===== src/source/rv_isa_pkg.sv =====
/*
 RV32I widths, major opcodes and funct3 codes used by branch resolution,
 plus the B, J and I format views of one instruction word
*/

package rv_isa_pkg;

    localparam int XLEN            = 32;  // data path width
    localparam int INST_ADDR_WIDTH = 32;  // fetch address width

    // major opcodes, inst[6:0]
    localparam logic [6:0] OPC_BRANCH   = 7'b1100011;
    localparam logic [6:0] OPC_JAL      = 7'b1101111;
    localparam logic [6:0] OPC_JALR     = 7'b1100111;
    localparam logic [6:0] OPC_MISC_MEM = 7'b0001111;

    // conditional branch funct3
    localparam logic [2:0] F3_BEQ  = 3'b000;
    localparam logic [2:0] F3_BNE  = 3'b001;
    localparam logic [2:0] F3_BLT  = 3'b100;
    localparam logic [2:0] F3_BGE  = 3'b101;
    localparam logic [2:0] F3_BLTU = 3'b110;
    localparam logic [2:0] F3_BGEU = 3'b111;

    // jalr and plain fence only use funct3 zero
    localparam logic [2:0] F3_JALR  = 3'b000;
    localparam logic [2:0] F3_FENCE = 3'b000;  // 3'b001 would be fence.i

    // B type, conditional branches
    typedef struct packed {
        logic       imm12;     // sign bit
        logic [5:0] imm10_5;
        logic [4:0] rs2;
        logic [4:0] rs1;
        logic [2:0] funct3;
        logic [3:0] imm4_1;
        logic       imm11;     // sits in the rd[0] slot
        logic [6:0] opcode;
    } rv_b_fmt_t;

    // J type, jal
    typedef struct packed {
        logic       imm20;     // sign bit
        logic [9:0] imm10_1;
        logic       imm11;
        logic [7:0] imm19_12;
        logic [4:0] rd;
        logic [6:0] opcode;
    } rv_j_fmt_t;

    // I type, jalr and fence
    typedef struct packed {
        logic [11:0] imm11_0;  // contiguous, sign at bit 11
        logic [4:0]  rs1;
        logic [2:0]  funct3;
        logic [4:0]  rd;
        logic [6:0]  opcode;
    } rv_i_fmt_t;

    // one word, three decodings picked by opcode
    typedef union packed {
        rv_b_fmt_t b;
        rv_j_fmt_t j;
        rv_i_fmt_t i;
    } rv_inst_u;

endpackage


===== src/source/bru_pkg.sv =====
/*
 branch unit records: operation flags, issued instruction,
 front-end redirect and misaligned-fetch fault
*/

package bru_pkg;

    import rv_isa_pkg::*;

    // one-hot per recognised jump/branch, all zero otherwise
    typedef struct packed {
        logic jal;
        logic beq;
        logic bne;
        logic blt;
        logic bltu;
        logic bge;
        logic bgeu;
        logic jalr;
        logic fence;
    } bjp_op_t;

    // instruction as handed over by issue
    typedef struct packed {
        logic                       valid;
        logic [31:0]                inst;
        logic [INST_ADDR_WIDTH-1:0] pc;
        logic [XLEN-1:0]            rs1_data;
        logic [XLEN-1:0]            rs2_data;
        logic                       pred_taken;  // front end already followed it
    } issue_t;

    // redirect to the front end
    typedef struct packed {
        logic                       valid;
        logic [INST_ADDR_WIDTH-1:0] addr;
        logic                       pred_hit;    // prediction confirmed, no redirect
    } redirect_t;

    // misaligned fetch fault record for the trap unit
    typedef struct packed {
        logic                       valid;
        logic [INST_ADDR_WIDTH-1:0] epc;         // pc of the jump itself
        logic [INST_ADDR_WIDTH-1:0] badaddr;     // offending target
    } fault_t;

endpackage


===== src/source/bjp_decode.sv =====
/*
 branch/jump decode: operation flags, compare operands
 and the two target adder operands per instruction format
*/

`timescale 1ns/1ps

module bjp_decode
    import rv_isa_pkg::*;
    import bru_pkg::*;
(
    input  issue_t          issue_i,
    output logic            req_bjp_o,         // branch or jalr in flight
    output bjp_op_t         op_o,
    output logic [XLEN-1:0] op1_o,             // compare operands
    output logic [XLEN-1:0] op2_o,
    output logic [XLEN-1:0] jump_op1_o,        // target adder operands
    output logic [XLEN-1:0] jump_op2_o,
    output logic            is_pred_branch_o
);

    rv_inst_u        inst;
    logic [6:0]      opcode;
    logic [2:0]      funct3;
    logic [XLEN-1:0] imm_b;
    logic [XLEN-1:0] imm_j;
    logic [XLEN-1:0] imm_i;
    logic            is_branch;
    logic            is_jalr;

    assign inst   = issue_i.inst;
    assign opcode = inst.b.opcode;  // same slot in every view
    assign funct3 = inst.b.funct3;  // unused by J, only read for B and I

    assign is_branch = (opcode == OPC_BRANCH);
    assign is_jalr   = (opcode == OPC_JALR);

    // B immediate, 13 bits, lsb implied zero
    assign imm_b = {{(XLEN-12){inst.b.imm12}}, inst.b.imm11,
                    inst.b.imm10_5, inst.b.imm4_1, 1'b0};

    // J immediate, 21 bits, lsb implied zero
    assign imm_j = {{(XLEN-20){inst.j.imm20}}, inst.j.imm19_12,
                    inst.j.imm11, inst.j.imm10_1, 1'b0};

    // I immediate, plain sign extension
    assign imm_i = {{(XLEN-12){inst.i.imm11_0[11]}}, inst.i.imm11_0};

    assign req_bjp_o        = issue_i.valid & (is_branch | is_jalr);
    assign is_pred_branch_o = issue_i.valid & issue_i.pred_taken & is_branch;  // jal/jalr ignored

    assign op1_o = issue_i.rs1_data;
    assign op2_o = issue_i.rs2_data;

    // operation flags, at most one set
    always_comb begin
        op_o = '0;
        if (issue_i.valid) begin
            case (opcode)
                OPC_BRANCH: begin
                    case (funct3)
                        F3_BEQ:  op_o.beq  = 1'b1;
                        F3_BNE:  op_o.bne  = 1'b1;
                        F3_BLT:  op_o.blt  = 1'b1;
                        F3_BGE:  op_o.bge  = 1'b1;
                        F3_BLTU: op_o.bltu = 1'b1;
                        F3_BGEU: op_o.bgeu = 1'b1;
                        default: ;                    // 010/011 reserved
                    endcase
                end
                OPC_JAL:      op_o.jal   = 1'b1;
                OPC_JALR:     op_o.jalr  = (funct3 == F3_JALR);
                OPC_MISC_MEM: op_o.fence = (funct3 == F3_FENCE);
                default: ;
            endcase
        end
    end

    // target operands by format
    always_comb begin
        case (opcode)
            OPC_BRANCH: begin
                jump_op1_o = issue_i.pc;
                jump_op2_o = imm_b;
            end
            OPC_JAL: begin
                jump_op1_o = issue_i.pc;
                jump_op2_o = imm_j;
            end
            OPC_JALR: begin
                jump_op1_o = issue_i.rs1_data;  // register relative
                jump_op2_o = imm_i;
            end
            default: begin
                jump_op1_o = issue_i.pc;        // fence refetches pc+4
                jump_op2_o = XLEN'(4);
            end
        endcase
    end

endmodule


===== src/source/exu_branch_top.sv =====
/*
 branch slice top: decode, resolve, register
 one cycle from issue to redirect/fault
*/

`timescale 1ns/1ps

module exu_branch_top
    import rv_isa_pkg::*;
    import bru_pkg::*;
(
    input  logic      clk,
    input  logic      reset_i,
    input  issue_t    issue_i,
    input  logic      int_assert_i,
    output redirect_t redirect_o,
    output fault_t    fault_o
);

    // decode to bru
    logic                       req_bjp;
    bjp_op_t                    bjp_op;
    logic [XLEN-1:0]            op1;
    logic [XLEN-1:0]            op2;
    logic [XLEN-1:0]            jump_op1;
    logic [XLEN-1:0]            jump_op2;
    logic                       is_pred_branch;

    // bru to register stage
    logic                       jump_flag;
    logic [INST_ADDR_WIDTH-1:0] jump_addr;
    logic                       pred_taken;
    logic                       misaligned_fetch;

    bjp_decode bjp_decode_inst (
        .issue_i          (issue_i),
        .req_bjp_o        (req_bjp),
        .op_o             (bjp_op),
        .op1_o            (op1),
        .op2_o            (op2),
        .jump_op1_o       (jump_op1),
        .jump_op2_o       (jump_op2),
        .is_pred_branch_o (is_pred_branch)
    );

    exu_bru exu_bru_inst (
        .req_bjp_i          (req_bjp),
        .bjp_op_i           (bjp_op),
        .bjp_op1_i          (op1),
        .bjp_op2_i          (op2),
        .bjp_jump_op1_i     (jump_op1),
        .bjp_jump_op2_i     (jump_op2),
        .is_pred_branch_i   (is_pred_branch),
        .int_assert_i       (int_assert_i),
        .jump_flag_o        (jump_flag),
        .jump_addr_o        (jump_addr),
        .pred_taken_o       (pred_taken),
        .misaligned_fetch_o (misaligned_fetch)
    );

    redirect_reg redirect_reg_inst (
        .clk                (clk),
        .reset_i            (reset_i),
        .issue_i            (issue_i),
        .jump_flag_i        (jump_flag),
        .jump_addr_i        (jump_addr),
        .pred_taken_i       (pred_taken),
        .misaligned_fetch_i (misaligned_fetch),
        .redirect_o         (redirect_o),
        .fault_o            (fault_o)
    );

endmodule


===== src/source/exu_bru.sv =====
/*
 branch resolution: condition compare, shared target adder,
 prediction rollback, misaligned target and interrupt masking
*/

`timescale 1ns/1ps

module exu_bru
    import rv_isa_pkg::*;
    import bru_pkg::*;
(
    input  logic                       req_bjp_i,
    input  bjp_op_t                    bjp_op_i,
    input  logic [XLEN-1:0]            bjp_op1_i,        // rs1
    input  logic [XLEN-1:0]            bjp_op2_i,        // rs2
    input  logic [XLEN-1:0]            bjp_jump_op1_i,   // pc or rs1
    input  logic [XLEN-1:0]            bjp_jump_op2_i,   // immediate or 4
    input  logic                       is_pred_branch_i, // front end took it already
    input  logic                       int_assert_i,     // pending interrupt wins
    output logic                       jump_flag_o,
    output logic [INST_ADDR_WIDTH-1:0] jump_addr_o,
    output logic                       pred_taken_o,     // prediction confirmed
    output logic                       misaligned_fetch_o
);

    logic                       op1_eq_op2;
    logic                       op1_ge_op2_signed;
    logic                       op1_ge_op2_unsigned;
    logic                       branch_cond;
    logic                       pred_rollback;
    logic                       jump_req;                // before masking
    logic [XLEN-1:0]            adder_op2;
    logic [XLEN-1:0]            adder_result;
    logic [INST_ADDR_WIDTH-1:0] target;

    // one comparator set serves all six branches
    assign op1_eq_op2          = (bjp_op1_i == bjp_op2_i);
    assign op1_ge_op2_signed   = ($signed(bjp_op1_i) >= $signed(bjp_op2_i));
    assign op1_ge_op2_unsigned = (bjp_op1_i >= bjp_op2_i);

    // jalr is unconditional, counts as condition true
    assign branch_cond = req_bjp_i & (
        (bjp_op_i.beq  &  op1_eq_op2)          |
        (bjp_op_i.bne  & ~op1_eq_op2)          |
        (bjp_op_i.blt  & ~op1_ge_op2_signed)   |
        (bjp_op_i.bge  &  op1_ge_op2_signed)   |
        (bjp_op_i.bltu & ~op1_ge_op2_unsigned) |
        (bjp_op_i.bgeu &  op1_ge_op2_unsigned) |
        bjp_op_i.jalr
    );

    // predicted taken but falls through, front end must go back to pc+4
    assign pred_rollback = is_pred_branch_i & req_bjp_i & ~branch_cond;
    assign pred_taken_o  = is_pred_branch_i & branch_cond;

    // single adder, rollback swaps the offset for 4
    assign adder_op2    = pred_rollback ? XLEN'(4) : bjp_jump_op2_i;
    assign adder_result = bjp_jump_op1_i + adder_op2;

    // jalr drops bit 0 per spec
    assign target = bjp_op_i.jalr ? (adder_result & ~INST_ADDR_WIDTH'(1)) : adder_result;
    assign jump_addr_o = target;

    assign jump_req = (branch_cond & ~is_pred_branch_i) | bjp_op_i.fence | pred_rollback;

    // jal is checked here even though the front end already redirected
    assign misaligned_fetch_o = (target[1:0] != 2'b00) & (jump_req | bjp_op_i.jal);

    // fault or interrupt suppresses the redirect
    assign jump_flag_o = jump_req & ~misaligned_fetch_o & ~int_assert_i;

endmodule


===== src/source/redirect_reg.sv =====
/*
 output stage: registered redirect and misaligned-fetch fault capture
*/

`timescale 1ns/1ps

module redirect_reg
    import rv_isa_pkg::*;
    import bru_pkg::*;
(
    input  logic                       clk,
    input  logic                       reset_i,
    input  issue_t                     issue_i,            // pc for the fault record
    input  logic                       jump_flag_i,
    input  logic [INST_ADDR_WIDTH-1:0] jump_addr_i,
    input  logic                       pred_taken_i,
    input  logic                       misaligned_fetch_i,
    output redirect_t                  redirect_o,
    output fault_t                     fault_o
);

    // strobes, cleared by reset
    always_ff @(posedge clk) begin
        if (reset_i) begin
            redirect_o.valid    <= 1'b0;
            redirect_o.pred_hit <= 1'b0;
            fault_o.valid       <= 1'b0;
        end else begin
            redirect_o.valid    <= jump_flag_i;         // one cycle pulse
            redirect_o.pred_hit <= pred_taken_i;
            fault_o.valid       <= misaligned_fetch_i;
        end
    end

    // redirect target, only loaded with a redirect
    always_ff @(posedge clk) begin
        if (jump_flag_i) begin
            redirect_o.addr <= jump_addr_i;
        end
    end

    // fault payload, kept until the next fault
    always_ff @(posedge clk) begin
        if (misaligned_fetch_i) begin
            fault_o.epc     <= issue_i.pc;     // the jump, not its target
            fault_o.badaddr <= jump_addr_i;
        end
    end

endmodule


===== config.mk =====
export PLATFORM = sky130hd
export DESIGN_NAME = exu_branch_top
export DESIGN_NICKNAME = d
export VERILOG_FILES = /design/src/source/rv_isa_pkg.sv /design/src/source/bru_pkg.sv /design/src/source/bjp_decode.sv /design/src/source/exu_branch_top.sv /design/src/source/exu_bru.sv /design/src/source/redirect_reg.sv
export SDC_FILE = /design/constraint.sdc
export NUM_CORES = 1
export LEC_CHECK = 0
export ABC_AREA = 0
export BUFFER_PORTS_ARGS = -buffer_cell sky130_fd_sc_hd__clkbuf_2
export CORE_AREA = 2 2 119 121
export CTS_CLUSTER_DIAMETER = 120
export DETAILED_ROUTE_END_ITERATION = 16
export DIE_AREA = 0 0 121 123
export PLACE_DENSITY = 0.81
export SYNTH_ARGS = -nofsm -noshare
export SYNTH_HDL_FRONTEND = slang
export SYNTH_HIERARCHICAL = 1
export SYNTH_SLANG_ARGS = --single-unit
export TNS_END_PERCENT = 30

===== constraint.sdc =====
create_clock -name clk -period 11.8 [get_ports clk]
set_clock_uncertainty 0.2 [all_clocks]
set_input_delay 1.77 -clock clk [delete_from_list [all_inputs] [get_ports clk]]
set_output_delay 1.77 -clock clk [all_outputs]
set_load 0.02 [all_outputs]

==> metrics.txt <==
Pwr per Cell Area 98.0 nW/um^2; all-layer global routing usage 0.231; CTS H-tree depth 3; Worst Tran Pin Value 0.862 ns; Clock transition at path regs 0.07 ns; first-pass GRT wire length 26400 um; DRT antenna net count 0; Fin Setup TNS 0 ns; CP Capture Type flop; Synth top area share 0.412; Net Count, Synth 856; internal power 601 uW; Placed Cells 989; cells along the critical path clkbuf_2 -> inv_1 -> ha_1 -> nand4_1 -> nor4_1 -> nand3_1 -> mux2_2 -> nor2_1 -> nand4_1 -> nor2_2 -> buf_4 -> and2b_1 -> ha_1 -> nand4_2 -> or2_1 -> o221ai_2 -> a2111oi_2 -> or4_4 -> o311a_1 -> xor3_1; Avg WL per Cell 16.9 um; fin crit share 0.629; Mapped Area 6990 sq um; Final Wtd Congestion 0.946; CP Max Fanout 31; hold buffers post-CTS 0; combinational power share 0.133; sequential fraction of the synthesis area 0.421; via/cell ratio 5.34; outcome finished, final reports clean; grt ovf 0; Setup CP Type in -> reg; Setup Fix Bufs, Post-CTS 0; setup violators final 0; YS warnings 6; Max Freq 135 MHz; IO Count 232; grt met3 use 0.0443; min cycle time layout 7.43 ns; Syn Area/Cell 10.6 sq um; final core occ 0.596; Die Area 14900 sq um; Post-synth EDFFs 96; vias in the first global route 5189; Worst Path Arrival 7.33 ns; Crit path largest cell delay 0.80 ns; post-synthesis register bit count 99; Layout Area Growth over Synthesis 15.9%; n_diodes 0; CTS Buffer Depth 2; met1 Resource Use GR 0.292; first-pass detailed-route iteration total 5; Vias 5367; Resized cells post-CTS 0; Post-Synthesis Cells 659; row count 43; number of fillers in the final layout 1148; Hold Vio Cnt, Final 0; TritonCTS sink count 99; Crit-path slowest cell nor4_1; Setup crit start kind input pin; Max Cap Violations 0; Initial DRC Count 327; peak supply drop 0.0546 mV; total detailed-routing wirelength 17000 um; Post-DP HPWL 13600 um; PortBufs 231; Final Slew Violations 0; Min-Delay Path Class in -> reg; Root Buffer clkbuf_16; Async SR Flop Fraction 0; CTS buffer count 9; layout cells sized above 1 0.364; NumNets Final 1017; Psw 193 uW; count leader, synth edfxtp_1; Residual DRC 0; cell leakage power 0.00379 uW; CTS tree yes; Data required, critical path 11.70 ns; largest net degree at the start of global routing 59; initial antenna violation count 0; Finished Layout Cells 1005; top_reg_cell synth edfxtp_1; Switching Share 0.243; most common library cells after synthesis 96 x edfxtp_1, 75 x buf_4, 63 x ha_1; area leader, netlist edfxtp_1; Die Wd 121 um; crit-path leading delay family simple AND/OR/NAND/NOR gates; Clk pwr share 0.379; core area 13600 sq um; sequential power share 0.488; Critical path buffers and inverters 3; RSZ-0062 raised after global routing false; Starting Density 0.514; chip height 123 um; Most Used Layer, Global Route met2; synth top area cells edfxtp_1 41%, ha_1 11%, buf_4 8.1%; Synth cell types 65; GR Util met2 0.390; Rel. slew slack 0.420
==> layer usage <==
metal,wire length (um),vias to the layer above,share of wire
met5,0,-,0
met4,386,0,0.023
met2,8290,186,0.49
li1,-,2652,-
met3,1010,26,0.059
met1,7350,2503,0.43
==> state kept, by name (all words and copies together) (netlist names) <==
register                      cells
redirect_reg_inst/redirect_o     34
redirect_reg_inst/fault_o        65
==> kinds of logic after synthesis <==
group                      after synthesis  synth area share
and+or+nand+nor                        168             0.136
AOI/OAI and AO/OA                      135             0.124
muxes                                   34            0.0546
DFF                                     99             0.421
xor gates and xnor gates                25            0.0335
buffers and inverters                  134             0.116
adders and majority gates               64             0.116
==> placed cells by master, fill, tap and decap left out, types with 3 or more instances in the layout <==
master and instances:
ha_1 63, a31oi_1 3, xor2_1 6, and2b_1 8
nor3_1 9, buf_4 4, or3_1 3, nand4_1 10
a221oi_1 3, nor4_1 6, and3_1 3, clkbuf_2 231
edfxtp_1 96, xnor2_1 18, o21ai_0 23, nand2_1 35
and2_1 9, nand3_1 8, o211ai_1 5, nor2_1 26
mux2_2 31, clkbuf_16 9, a21oi_1 46, dfxtp_1 3
a21o_1 17, a22oi_1 4, nor2b_1 29, or2_2 3
a211oi_1 7, nand2b_1 4, o21bai_1 5, inv_1 49
==> cell type report <==
class | count | area (sq um) | area share
Multi-Input combinational cell | 426 | 3270 | 0.403
Sequential cell | 99 | 2940 | 0.363
Tap cell | 180 | 225 | 0.0278
Clock inverter | 7 | 77.6 | 0.00957
Inverter | 49 | 184 | 0.0227
Timing Repair Buffer | 235 | 1190 | 0.146
Clock buffer | 9 | 225 | 0.0278
==> final timing paths <==
kind                         from                          endpoint  slack [ns]  cells after the start
worst max-delay path  issue_i[32]  redirect_reg_inst/redirect_o[32]        4.37                     20
worst min-delay path      reset_i   redirect_reg_inst/redirect_o[0]        1.40                      2
==> power by group through the flow <==
stage	clock (uW)	combinational [uW]	sequential [uW]
after floorplan	0	74.9	397
after global placement	0	102	396
after detailed placement	0	105	396
after CTS	305	106	388
after global routing	320	119	388
final	301	106	388
==> per-stage QoR <==
stage / power (uW) / area (sq um) / setup WS [ns] / hold WS (ns)
after floorplan: 472 / 6990 / 1.70 / 1.64
after global placement: 498 / 7800 / 4.15 / 1.76
after detailed placement: 500 / 7800 / 4.02 / 1.76
after CTS: 799 / 8110 / 4.39 / 1.38
after global routing: 826 / 8110 / 3.98 / 1.39
final: 794 / 8110 / 4.37 / 1.40
Note: power is estimated with default switching activity, not from simulation.
